===== src/include/ca_defs.svh =====
`ifndef CA_DEFS_SVH
`define CA_DEFS_SVH

// Bit range of a PRN number, 0 to 31 selects satellites 1 to 32
`define PRN_RANGE 4:0

// G1 and G2 shift registers, numbered 1 to 10 as in the ICD
`define G_RANGE 10:1

// Code shift counter, the chip index inside one code period
`define CS_RANGE 9:0

`define CA_CODE_LEN 1023

`endif


===== src/ca_pkg.sv =====
`include "ca_defs.svh"

package ca_pkg;

   typedef enum logic {
      CMD_START = 1'b0,
      CMD_STOP  = 1'b1
   } cmd_op_e;

   typedef enum logic [1:0] {
      S_IDLE  = 2'd0,
      S_CMD   = 2'd1,
      S_SWEEP = 2'd2,
      S_DONE  = 2'd3
   } seq_state_e;

   // Both generators start from all ones at the code epoch
   localparam logic [`G_RANGE] G_INIT = 10'h3ff;

   typedef struct packed {
      logic [3:0] tap_a;
      logic [3:0] tap_b;
   } tap_pair_t;

   // ~~~~~~~~~~~~~~~~~~~~~~~~~~~~~~~~~~~~~~~~~~~~~~~~~~~~~~~~~~~~
   // G2 phase selector taps per PRN
   // ~~~~~~~~~~~~~~~~~~~~~~~~~~~~~~~~~~~~~~~~~~~~~~~~~~~~~~~~~~~~
   function automatic tap_pair_t prn_taps(input logic [`PRN_RANGE] prn);
      tap_pair_t t;
      case (prn)
         5'd0:  t = '{4'd2, 4'd6};
         5'd1:  t = '{4'd3, 4'd7};
         5'd2:  t = '{4'd4, 4'd8};
         5'd3:  t = '{4'd5, 4'd9};
         5'd4:  t = '{4'd1, 4'd9};
         5'd5:  t = '{4'd2, 4'd10};
         5'd6:  t = '{4'd1, 4'd8};
         5'd7:  t = '{4'd2, 4'd9};
         5'd8:  t = '{4'd3, 4'd10};
         5'd9:  t = '{4'd2, 4'd3};
         5'd10: t = '{4'd3, 4'd4};
         5'd11: t = '{4'd5, 4'd6};
         5'd12: t = '{4'd6, 4'd7};
         5'd13: t = '{4'd7, 4'd8};
         5'd14: t = '{4'd8, 4'd9};
         5'd15: t = '{4'd9, 4'd10};
         5'd16: t = '{4'd1, 4'd4};
         5'd17: t = '{4'd2, 4'd5};
         5'd18: t = '{4'd3, 4'd6};
         5'd19: t = '{4'd4, 4'd7};
         5'd20: t = '{4'd5, 4'd8};
         5'd21: t = '{4'd6, 4'd9};
         5'd22: t = '{4'd1, 4'd3};
         5'd23: t = '{4'd4, 4'd6};
         5'd24: t = '{4'd5, 4'd7};
         5'd25: t = '{4'd6, 4'd8};
         5'd26: t = '{4'd7, 4'd9};
         5'd27: t = '{4'd8, 4'd10};
         5'd28: t = '{4'd1, 4'd6};
         5'd29: t = '{4'd2, 4'd7};
         5'd30: t = '{4'd3, 4'd8};
         default: t = '{4'd4, 4'd9};
      endcase
      return t;
   endfunction

endpackage


===== src/ca_state_if.sv =====
`include "ca_defs.svh"

interface ca_state_if #(
   parameter int NUM_CHAN = 4
);
   localparam int CHAN_W = $clog2(NUM_CHAN);

   logic [CHAN_W-1:0] chan;
   logic              wr;

   // Stored state of the selected channel
   logic [`G_RANGE]   g1;
   logic [`G_RANGE]   g2;
   logic [`CS_RANGE]  code_shift;
   logic [`PRN_RANGE] prn;
   logic              enable;

   // State one chip later
   logic [`G_RANGE]   g1_nxt;
   logic [`G_RANGE]   g2_nxt;
   logic [`CS_RANGE]  code_shift_nxt;

   modport mem (
      input  chan, wr, g1_nxt, g2_nxt, code_shift_nxt,
      output g1, g2, code_shift, prn, enable
   );

   modport step (
      input  g1, g2, code_shift, prn, enable,
      output g1_nxt, g2_nxt, code_shift_nxt
   );

   modport ctrl (
      output chan, wr
   );

endinterface


===== src/ca_step.sv =====
`include "ca_defs.svh"

module ca_step (
   ca_state_if.step st,
   output logic     chip,
   output logic     epoch
);

   localparam int unsigned CS_LAST = `CA_CODE_LEN - 1;

   ca_pkg::tap_pair_t taps;
   logic              g1_fb;
   logic              g2_fb;

   // ~~~~~~~~~~~~~~~~~~~~~~~~~~~~~~~~~~~~~~~~~~~~~~~~~~~~~~~~~~~~
   // Shift register feedback
   // ~~~~~~~~~~~~~~~~~~~~~~~~~~~~~~~~~~~~~~~~~~~~~~~~~~~~~~~~~~~~
   // G1 is 1 + x^3 + x^10
   assign g1_fb = st.g1[3] ^ st.g1[10];

   // G2 is 1 + x^2 + x^3 + x^6 + x^8 + x^9 + x^10
   assign g2_fb = st.g2[2] ^ st.g2[3] ^ st.g2[6] ^ st.g2[8] ^ st.g2[9] ^ st.g2[10];

   always_comb begin
      if (st.enable) begin
         st.g1_nxt = {st.g1[9:1], g1_fb};
         st.g2_nxt = {st.g2[9:1], g2_fb};
         if (st.code_shift == CS_LAST[`CS_RANGE]) begin
            st.code_shift_nxt = '0;
         end else begin
            st.code_shift_nxt = st.code_shift + 1'b1;
         end
      end else begin
         // A stopped channel keeps its phase
         st.g1_nxt         = st.g1;
         st.g2_nxt         = st.g2;
         st.code_shift_nxt = st.code_shift;
      end
   end

   // ~~~~~~~~~~~~~~~~~~~~~~~~~~~~~~~~~~~~~~~~~~~~~~~~~~~~~~~~~~~~
   // Chip output
   // ~~~~~~~~~~~~~~~~~~~~~~~~~~~~~~~~~~~~~~~~~~~~~~~~~~~~~~~~~~~~
   assign taps = ca_pkg::prn_taps(st.prn);

   // The two selected G2 stages form the delayed G2 sequence for this PRN
   assign chip = st.g1_nxt[10] ^ st.g2_nxt[taps.tap_a] ^ st.g2_nxt[taps.tap_b];

   assign epoch = st.enable && (st.code_shift_nxt == '0);

endmodule


===== src/ca_state_mem.sv =====
`include "ca_defs.svh"

module ca_state_mem #(
   parameter int NUM_CHAN = 4
) (
   input logic        clk,
   input logic        rst_n,
   ca_state_if.mem    st,
   input logic        start,
   input logic        stop,
   input logic [`PRN_RANGE] prn_in
);

   localparam int CHAN_W = $clog2(NUM_CHAN);

   logic [`G_RANGE]   g1_q  [NUM_CHAN];
   logic [`G_RANGE]   g2_q  [NUM_CHAN];
   logic [`CS_RANGE]  cs_q  [NUM_CHAN];
   logic [`PRN_RANGE] prn_q [NUM_CHAN];
   logic [NUM_CHAN-1:0] en_q;
   logic [CHAN_W-1:0] sel;

   assign sel = st.chan;

   always_ff @(posedge clk or negedge rst_n) begin
      if (!rst_n) begin
         en_q <= '0;
         for (int i = 0; i < NUM_CHAN; i++) begin
            g1_q[i]  <= ca_pkg::G_INIT;
            g2_q[i]  <= ca_pkg::G_INIT;
            cs_q[i]  <= '0;
            prn_q[i] <= '0;
         end
      end else if (start) begin
         g1_q[sel]  <= ca_pkg::G_INIT;
         g2_q[sel]  <= ca_pkg::G_INIT;
         cs_q[sel]  <= '0;
         prn_q[sel] <= prn_in;
         en_q[sel]  <= 1'b1;
      end else if (stop) begin
         en_q[sel] <= 1'b0;
      end else if (st.wr) begin
         g1_q[sel] <= st.g1_nxt;
         g2_q[sel] <= st.g2_nxt;
         cs_q[sel] <= st.code_shift_nxt;
      end
   end

   // Read port follows the channel select
   assign st.g1         = g1_q[sel];
   assign st.g2         = g2_q[sel];
   assign st.code_shift = cs_q[sel];
   assign st.prn        = prn_q[sel];
   assign st.enable     = en_q[sel];

   a_start_stop_excl: assert property (@(posedge clk) disable iff (!rst_n)
      !(start && stop));

endmodule


===== src/ca_sequencer.sv =====
`include "ca_defs.svh"

module ca_sequencer #(
   parameter int NUM_CHAN = 4,
   localparam int CHAN_W = $clog2(NUM_CHAN)
) (
   input  logic              clk,
   input  logic              rst_n,
   input  logic              chip_tick,
   input  logic              cmd_valid,
   input  ca_pkg::cmd_op_e   cmd_op,
   input  logic [CHAN_W-1:0] cmd_chan,
   input  logic [`PRN_RANGE] cmd_prn,
   ca_state_if.ctrl          st,
   output logic              start,
   output logic              stop,
   output logic [`PRN_RANGE] prn_out,
   output logic              sample,
   output logic              publish,
   output logic              busy,
   output logic              done
);

   localparam logic [CHAN_W-1:0] LAST_CHAN = CHAN_W'(NUM_CHAN - 1);

   ca_pkg::seq_state_e state_q;
   logic [CHAN_W-1:0]  chan_q;
   ca_pkg::cmd_op_e    op_q;
   logic [CHAN_W-1:0]  cmd_chan_q;
   logic [`PRN_RANGE]  prn_q;

   // ~~~~~~~~~~~~~~~~~~~~~~~~~~~~~~~~~~~~~~~~~~~~~~~~~~~~~~~~~~~~
   // Control FSM
   // ~~~~~~~~~~~~~~~~~~~~~~~~~~~~~~~~~~~~~~~~~~~~~~~~~~~~~~~~~~~~
   always_ff @(posedge clk or negedge rst_n) begin
      if (!rst_n) begin
         state_q <= ca_pkg::S_IDLE;
         chan_q  <= '0;
         done    <= 1'b0;
      end else begin
         // done rises on the same edge that publishes the chips
         done <= (state_q == ca_pkg::S_DONE);
         case (state_q)
            ca_pkg::S_IDLE: begin
               // A command beats a tick in the same cycle
               if (cmd_valid) begin
                  state_q <= ca_pkg::S_CMD;
               end else if (chip_tick) begin
                  chan_q  <= '0;
                  state_q <= ca_pkg::S_SWEEP;
               end
            end
            ca_pkg::S_CMD: begin
               state_q <= ca_pkg::S_IDLE;
            end
            ca_pkg::S_SWEEP: begin
               if (chan_q == LAST_CHAN) begin
                  state_q <= ca_pkg::S_DONE;
               end else begin
                  chan_q <= chan_q + 1'b1;
               end
            end
            default: begin
               state_q <= ca_pkg::S_IDLE;
            end
         endcase
      end
   end

   // Command fields are only looked at in S_CMD
   always_ff @(posedge clk) begin
      if (state_q == ca_pkg::S_IDLE && cmd_valid) begin
         op_q       <= cmd_op;
         cmd_chan_q <= cmd_chan;
         prn_q      <= cmd_prn;
      end
   end

   assign st.chan = (state_q == ca_pkg::S_SWEEP) ? chan_q : cmd_chan_q;
   assign st.wr   = (state_q == ca_pkg::S_SWEEP);
   assign sample  = (state_q == ca_pkg::S_SWEEP);
   assign publish = (state_q == ca_pkg::S_DONE);
   assign busy    = (state_q != ca_pkg::S_IDLE);

   assign start   = (state_q == ca_pkg::S_CMD) && (op_q == ca_pkg::CMD_START);
   assign stop    = (state_q == ca_pkg::S_CMD) && (op_q == ca_pkg::CMD_STOP);
   assign prn_out = prn_q;

   a_done_single: assert property (@(posedge clk) disable iff (!rst_n)
      done |=> !done);

endmodule


===== src/ca_chip_buffer.sv =====
module ca_chip_buffer #(
   parameter int NUM_CHAN = 4,
   localparam int CHAN_W = $clog2(NUM_CHAN)
) (
   input  logic                clk,
   input  logic                rst_n,
   input  logic                sample,
   input  logic                publish,
   input  logic [CHAN_W-1:0]   chan,
   input  logic                chip,
   input  logic                epoch,
   output logic [NUM_CHAN-1:0] chips,
   output logic [NUM_CHAN-1:0] epochs
);

   logic [NUM_CHAN-1:0] chip_stage;
   logic [NUM_CHAN-1:0] epoch_stage;

   // Every channel is staged once per sweep before the publish cycle
   always_ff @(posedge clk) begin
      if (sample) begin
         chip_stage[chan]  <= chip;
         epoch_stage[chan] <= epoch;
      end
   end

   always_ff @(posedge clk or negedge rst_n) begin
      if (!rst_n) begin
         chips  <= '0;
         epochs <= '0;
      end else if (publish) begin
         chips  <= chip_stage;
         epochs <= epoch_stage;
      end
   end

endmodule


===== src/ca_channel_bank.sv =====
`include "ca_defs.svh"

module ca_channel_bank #(
   parameter int NUM_CHAN = 4,
   localparam int CHAN_W = $clog2(NUM_CHAN)
) (
   input  logic                clk,
   input  logic                rst_n,
   input  logic                chip_tick,
   input  logic                cmd_valid,
   input  ca_pkg::cmd_op_e     cmd_op,
   input  logic [CHAN_W-1:0]   cmd_chan,
   input  logic [`PRN_RANGE]   cmd_prn,
   output logic                busy,
   output logic                done,
   output logic [NUM_CHAN-1:0] chips,
   output logic [NUM_CHAN-1:0] epochs
);

   logic              start;
   logic              stop;
   logic [`PRN_RANGE] prn_cmd;
   logic              sample;
   logic              publish;
   logic              chip;
   logic              epoch;

   ca_state_if #(.NUM_CHAN(NUM_CHAN)) st ();

   ca_sequencer #(.NUM_CHAN(NUM_CHAN)) u_seq (
      .clk       (clk),
      .rst_n     (rst_n),
      .chip_tick (chip_tick),
      .cmd_valid (cmd_valid),
      .cmd_op    (cmd_op),
      .cmd_chan  (cmd_chan),
      .cmd_prn   (cmd_prn),
      .st        (st.ctrl),
      .start     (start),
      .stop      (stop),
      .prn_out   (prn_cmd),
      .sample    (sample),
      .publish   (publish),
      .busy      (busy),
      .done      (done)
   );

   ca_state_mem #(.NUM_CHAN(NUM_CHAN)) u_mem (
      .clk    (clk),
      .rst_n  (rst_n),
      .st     (st.mem),
      .start  (start),
      .stop   (stop),
      .prn_in (prn_cmd)
   );

   // One shared next-state block serves every channel in turn
   ca_step u_step (
      .st    (st.step),
      .chip  (chip),
      .epoch (epoch)
   );

   ca_chip_buffer #(.NUM_CHAN(NUM_CHAN)) u_buf (
      .clk     (clk),
      .rst_n   (rst_n),
      .sample  (sample),
      .publish (publish),
      .chan    (st.chan),
      .chip    (chip),
      .epoch   (epoch),
      .chips   (chips),
      .epochs  (epochs)
   );

endmodule


===== config.mk =====
export PLATFORM = sky130hd
export DESIGN_NAME = ca_channel_bank
export DESIGN_NICKNAME = d
export VERILOG_FILES = /design/src/ca_pkg.sv /design/src/ca_state_if.sv /design/src/ca_step.sv /design/src/ca_state_mem.sv /design/src/ca_sequencer.sv /design/src/ca_chip_buffer.sv /design/src/ca_channel_bank.sv
export VERILOG_INCLUDE_DIRS = /design/src /design/src/include
export SDC_FILE = /design/constraint.sdc
export NUM_CORES = 1
export LEC_CHECK = 0
export BUFFER_PORTS_ARGS = -buffer_cell sky130_fd_sc_hd__clkbuf_2
export CAP_MARGIN = 20
export CORE_AREA = 5 5 162 164
export CTS_BUF_LIST = sky130_fd_sc_hd__clkbuf_16
export DETAILED_ROUTE_END_ITERATION = 10
export DIE_AREA = 0 0 167 169
export PLACE_DENSITY = 0.67
export SLEW_MARGIN = 30
export SYNTH_ARGS = -nofsm -noshare
export SYNTH_HDL_FRONTEND = slang
export SYNTH_HIERARCHICAL = 1
export SYNTH_SLANG_ARGS = --single-unit

===== constraint.sdc =====
create_clock -name clk -period 13.23 [get_ports clk]
set_input_delay 2.646 -clock clk [delete_from_list [all_inputs] [get_ports clk]]
set_output_delay 2.646 -clock clk [all_outputs]
set_load 0.005 [all_outputs]

; ---- After elaboration in Yosys (flattened, before gate mapping)
; Memories as Yosys holds them, arrays and structs flattened.
; Index checks and enable logic that the tools add are counted.
; W data, S select, Z words.
[word_totals]
reg_bits = 173
latch_bits = 0
ramBits = 0
rom_bits = 256
inputBits = 12
output_inout_bits = 10
elab_cells = 133
mem_count = 1
[memory_table]
columns = memory, words, word_bits, read_ports, rd_clocked_by_memory_dff, write_ports, line_no
row1 = (name not given), 32, 8, 1, 0, 0, ca_pkg.sv:30  ; case (prn)
[classes]
addsub = 2
mul = 0
div = 0
order_cmp = 6
n_eq_ne = 11
shifts = 0
mux = 54
n_bitwise = 17
n_reduce_logical = 15
[op_table]
columns = cell, count
row1 = $mux W40, 9
row2 = $bwmux W40, 3
row3 = $mux W10, 11
row4 = $or A40 B40 Y40, 2
row5 = $bmux W10 S2, 3
row6 = $and A40 B40 Y40, 1
row7 = $not A40 Y40, 1
row8 = $bwmux W20, 1
row9 = $demux W10 S2, 1
row10 = $mux W5, 3
row11 = $mux W2, 7
row12 = $add A10 B1 Y10 const B, 1
row13 = $bmux W5 S2, 1
row14 = $demux W5 S2, 1
row15 = $eq A10 B10 Y1 const B, 1
row16 = $logic_not A10 Y1, 1
row17 = $lt A4 B5 Y1 const B, 2
row18 = $bmux W1 S4, 2
row19 = $bwmux W4, 2
row20 = $mux W4, 2
row21 = $ne A2 B2 Y1 const B, 4
row22 = $pmux W2 S2, 2
row23 = $reduce_bool A2 Y1, 4
row24 = $xor A1 B1 Y1, 8
row25 = 21 further kinds, 32

; ---- Longest topological paths before layout
[logic_depth]
depth_word = 17
depth_mapped = 18
mapped_depth_nobuf = 13

; ---- By module
; The synthesis kept the hierarchy.
[by_module_without_submodules]
columns = module, instances, cells_per_inst, area_per_inst_um2
row1 = ca_state_mem, 1, 669, 7315.8
row2 = ca_step, 1, 188, 1435.1
row3 = ca_chip_buffer, 1, 29, 603.1
row4 = ca_sequencer, 1, 37, 560.5

; ---- Least setup slack after synthesis
; No wires, ideal clock.
[synth_path]
path_type = register -> register
from = reg u_seq.state_q[0]
to = reg u_buf.chip_stage[0] (data pin)
setup_ns = 0.180
arrival_time_ns = 4.029
required_time_ns = 13.050
path_slack_ns = 9.021
path_stages_with_launch = 17
period_less_slack_ns = 4.209
path_cell_list = dfrtp_1 > nand2b_4 > mux2_1 > buf_6 > buf_2 > buf_4 > mux4_2 > buf_2 > inv_1 > ha_1 > xor2_1 > mux4_2 > mux2i_1 > or3_1 > a32oi_1 > xnor2_1 > xor2_1
[synth_via]
elab_cells_between_ends = 34
cone_classes = order compare (2) / eq/ne (1) / mux (21) / bitwise (8) / reduce/logical (1) / memory (1)
[synth_lines]
columns = item, line_no
row1 = from (decl), ca_sequencer.sv:26  ; ca_pkg::seq_state_e state_q;
row2 = from (signal assigned), ca_sequencer.sv:37  ; state_q <= ca_pkg::S_IDLE;
row3 = from (signal assigned), ca_sequencer.sv:47  ; state_q <= ca_pkg::S_CMD;
row4 = from (signal assigned), ca_sequencer.sv:50  ; state_q <= ca_pkg::S_SWEEP;
row5 = $eq A2 B2 Y1 (*), ca_sequencer.sv:79  ; assign st.chan = (state_q == ca_pkg::S_SWEEP) ? chan_q : cmd_chan_q;
row6 = $mux W2 (*), ca_sequencer.sv:79
row7 = named net st.chan[1], ca_state_if.sv:8  ; logic [CHAN_W-1:0] chan;
row8 = $not A2 Y3 (not written as such) (*), ca_state_mem.sv:53  ; assign st.prn = prn_q[sel];
row9 = $bmux W5 S2 (*), ca_state_mem.sv:53
row10 = $mux W5 (not written as such) (*) (2 in series), ca_state_mem.sv:53
row11 = named net st.prn[1], ca_state_if.sv:15  ; logic [`PRN_RANGE] prn;
row12 = $mem_v2 Z32 W8 (*), n/a
row13 = $bmux W1 S4, ca_step.sv:47  ; assign chip = st.g1_nxt[10] ^ st.g2_nxt[taps.tap_a] ^ st.g2_nxt[taps.tap_b];
row14 = $mux W1 (not written as such), ca_step.sv:47
row15 = $xor A1 B1 Y1, ca_step.sv:47
row16 = $xor A1 B1 Y1 (*), ca_step.sv:47
row17 = named net chip, ca_channel_bank.sv:25  ; logic chip;
row18 = $bwmux W4 (*), ca_chip_buffer.sv:22  ; chip_stage[chan] <= chip;
row19 = "to (signal, indexed assignment)", ca_chip_buffer.sv:22
row20 = to (decl), ca_chip_buffer.sv:16  ; logic [NUM_CHAN-1:0] chip_stage;
; Mark *: on every way through the listed nets, which the timed path passes. The rest lies on a longest branch. The select of a mux whose other input is x is not followed.
; A chain may end at the register's enable or synchronous reset.

; ---- Worst setup path after layout
[layout_path]
from = reg u_seq.state_q[1]
to = reg u_buf.chip_stage[1] (data pin)
; The elaborated chain is that of the path after synthesis.

==> flow_summary.rst <==
.. list-table::
   :header-rows: 1

   * - Metric
     - Value
   * - Outcome
     - finished, final reports clean
   * - Wire length of the first global-routing pass
     - 39.4 mm
   * - Worst setup SP type
     - flop
   * - Wire length per cell after detailed routing
     - 19.1 microns
   * - Sum of routed wire length over all layers
     - around 24 mm
   * - Slowest stage cell on the critical path
     - mux4_2
   * - Time the final worst path needs with I/O delays and setup
     - roughly 5000 ps
   * - Die Span Y
     - around 170 microns
   * - Clock slew at the register clock pins of the worst setup and hold paths
     - roughly 60 ps
   * - Mean instance size in the synthesized netlist
     - between 10 and 15 sq um
   * - Die footprint
     - between 20000 and 30000 sq um
   * - Max incr delay on CP
     - around 750 ps
   * - Grt total ovfl
     - 0
   * - Sum of net half-perimeters after detailed placement
     - 13.5 mm
   * - Cell family contributing the most delay on the critical path
     - multiplexers
   * - Largest net degree at the start of global routing
     - slightly above 100
   * - Fin crit share
     - 0.374
   * - Synth Flop Type
     - dfstp_2
   * - Synth top cells by count
     - nor2_1 (202), dfstp_2 (80), a221oi_1 (78), dfrtp_1 (77), nand2_1 (61)
   * - Hold-fix buffers at CTS
     - 0
   * - Largest cells by area after synthesis
     - dfstp_2 (21%), dfrtp_1 (19%), mux4_2 (8.4%)
   * - Synth top area share
     - 0.212
   * - Worst path cell trace
     - nand2b_4, mux2_4, buf_4, mux4_2, inv_1, ha_1, xor2_1, mux4_2, mux2i_1, or3_1, a32oi_1, xnor2_1, xor2_1
   * - Final hold violation count
     - 0
   * - Crit path buf inv count
     - 2
   * - Data required time of the worst path
     - between 10000 and 15000 ps
   * - Setup repair after global routing missed its margin
     - false
   * - Number of flops mapped to enable cells by yosys
     - 16
   * - Classification of the worst setup path
     - flop to flop
   * - Share of the yosys chip area belonging to registers
     - 0.455
   * - # H-tree levels
     - 4
   * - DRT antenna net count
     - 0
   * - Worst rel slew slack
     - 0.359
   * - Maxcap violations
     - 0
   * - Fin. max-slew vios
     - 0
   * - Number of antenna violations at the first check in global routing
     - 0
   * - Horizontal die dimension
     - ~170 microns
   * - Clock Skews
     - a little over 8 ps
   * - Pin slew with the least headroom to its limit
     - a little under 1000 ps
   * - Count of cell types in the netlist
     - 71
   * - Clock tree from TritonCTS
     - built
   * - Number of rows created at floorplan
     - 58
   * - # clock sinks
     - between 150 and 200
   * - Worst-path maximum fanout
     - 52
   * - Min-Delay Path Class
     - flop to flop
   * - Total setup violations reported at the end of the flow
     - 0
   * - Final weighted congestion in routability-driven placement
     - between 0.7 and 0.8
   * - Area of the core
     - about 25000 sq um
   * - Number of gates resized after cts
     - 0
   * - I/O Pins
     - 22
   * - Area of the mapped netlist
     - between 9000 and 10000 sq um
   * - Post-layout utilization of the core
     - 0.429
   * - Final #Nets
     - between 900 and 1000
   * - Most frequent cell after synthesis
     - nor2_1
   * - Clock latency on the worst-skew pair
     - between 400 and 500 ps
   * - Data arrival time of the worst path
     - 5170 ps
   * - Area added between synthesis and finish
     - 7.03%
   * - Antenna diode count
     - 0
   * - Type of element capturing the critical path
     - flop
   * - Overall fraction of global-route tracks in use
     - 0.170
   * - Via-per-instance ratio
     - between 5 and 6
   * - Count of filler cells inserted in the layout
     - roughly 2300
   * - Layout cells sized above 1
     - 0.261
   * - Async S/R FF share, synth
     - 0.908
   * - Post-Syn Nets
     - between 900 and 1000
   * - Starting density of the core
     - 0.401
   * - Root buffer cell
     - clkbuf_16
   * - Residual DRC count
     - 0
   * - Worst hold margin
     - 477 ps
   * - Mapped Cells
     - a little over 900
   * - Setup TNS Final
     - 0 ps
   * - Maximum clock insertion buffer count
     - 2
   * - Vias after detailed routing
     - slightly above 7000
   * - Total of buffers placed on input and output ports
     - 21
   * - Violation count after the first detailed-routing iteration
     - a little over 600
   * - Post-CTS Setup Bufs
     - 0
   * - First-pass detailed-route iteration total
     - 5
   * - Fmax
     - 202 MHz
   * - Clock buffer count from CTS
     - 17
   * - Via count of the first global-routing pass
     - 7335
   * - Flops & latches, synth
     - around 170
   * - Yosys warning total
     - 6
   * - Cell type with the largest total area after synthesis
     - dfstp_2
-- layout by cell type (no fill, tap or decap), types with 13 or more instances in the layout --
| cell | synthesis | final |
|---|---|---|
| nor2_1 | 202 | 202 |
| dfstp_2 | 80 | 80 |
| a221oi_1 | 78 | 78 |
| dfrtp_1 | 77 | 77 |
| nand2_1 | 61 | 61 |
| a22oi_1 | 39 | 39 |
| mux4_2 | 37 | 37 |
| o21ai_0 | 34 | 34 |
| mux2_2 | 28 | 29 |
| clkbuf_2 | 0 | 20 |
| mux2i_1 | 19 | 19 |
| clkbuf_16 | 0 | 17 |
| edfxtp_1 | 16 | 16 |
| inv_1 | 13 | 15 |
| o21ai_1 | 15 | 15 |
| a21oi_1 | 13 | 13 |
-- final timing paths --
check	from	end	slack, ps	cells past startpoint
max	u_seq/state_q[1]$_DFFE_PN0P_	u_buf/chip_stage[1]$_DFFE_PP_	8280	13
min	u_buf/chip_stage[1]$_DFFE_PP_	u_buf/chips[1]$_DFFE_PN0P_	480	1
max reg2reg	u_seq/state_q[1]$_DFFE_PN0P_	u_buf/chip_stage[1]$_DFFE_PP_	8280	13
min reg2reg	u_buf/chip_stage[1]$_DFFE_PP_	u_buf/chips[1]$_DFFE_PN0P_	480	1
max in group asynchronous	rst_n	async pin	9800	2
min in group asynchronous	rst_n	u_seq/state_q[1]$_DFFE_PN0P_	2270	1
-- final cells by class --
type	count	area, sq um	area share
clock buffers	17	425	0.0401
clock inverters	15	106	0.0100
inverters	14	52.6	0.00495
multi-input cells	656	4900	0.461
flip-flops and latches	173	4510	0.425
well taps	330	413	0.0389
repair buffers	33	209	0.0197
-- kinds of logic after synthesis --
kind of cell,count (synthesis),synth area share
fa+ha+maj,9,0.0114
mux,109,0.168
xor+xnor,16,0.0155
compound gates,207,0.157
buf+inv,94,0.0541
simple gates,315,0.139
flops,173,0.455
-- metal layers --
metal / vias to the layer above / share of wire / global-route usage / routed length, microns
li1: 3334 / - / - / -
met1: 3648 / 0.45 / 0.238 / 10700
met2: 205 / 0.48 / 0.268 / 11200
met3: 29 / 0.052 / 0.0341 / 1230
met4: 0 / 0.017 / 0.0555 / 395
met5: - / 0 / 0 / 0
-- per-stage QoR --
stage	std cells	cell area, sq um	setup slack, ps
after floorplan	923	9910	9020
after global placement	1206	10100	8410
after detailed placement	1206	10100	8300
after CTS	1238	10600	8260
after global routing	1238	10600	7970
final	1238	10600	8280
-- sequential cells by signal, summed over array words and instances (netlist names), named ones only --
| name | count |
|---|---|
| u_buf/chip_stage | 4 |
| u_buf/chips | 4 |
| u_buf/epoch_stage | 4 |
| u_buf/epochs | 4 |
| u_mem/cs_q | 40 |
| u_mem/g1_q | 40 |
| u_mem/g2_q | 40 |
| u_mem/prn_q | 20 |
| u_seq/chan_q | 2 |
| u_seq/cmd_chan_q | 2 |
| u_seq/done | 1 |
| u_seq/op_q | 1 |
| u_seq/prn_out | 5 |
| u_seq/state_q | 2 |
-- worst register-to-register path: cells and delay by family (launching register included) --
family | cells | cell delay [ps]
muxes | 4 | 1740
buffers and inverters | 2 | 850
xor gates and xnor gates | 3 | 650
DFF | 1 | 530
and+or+nand+nor | 2 | 420
adders and majority gates | 1 | 310
AOI/OAI and AO/OA | 1 | 220
Power is not shown: default switching activity piles up to over one toggle a cycle in this logic, so the estimate is an artifact.
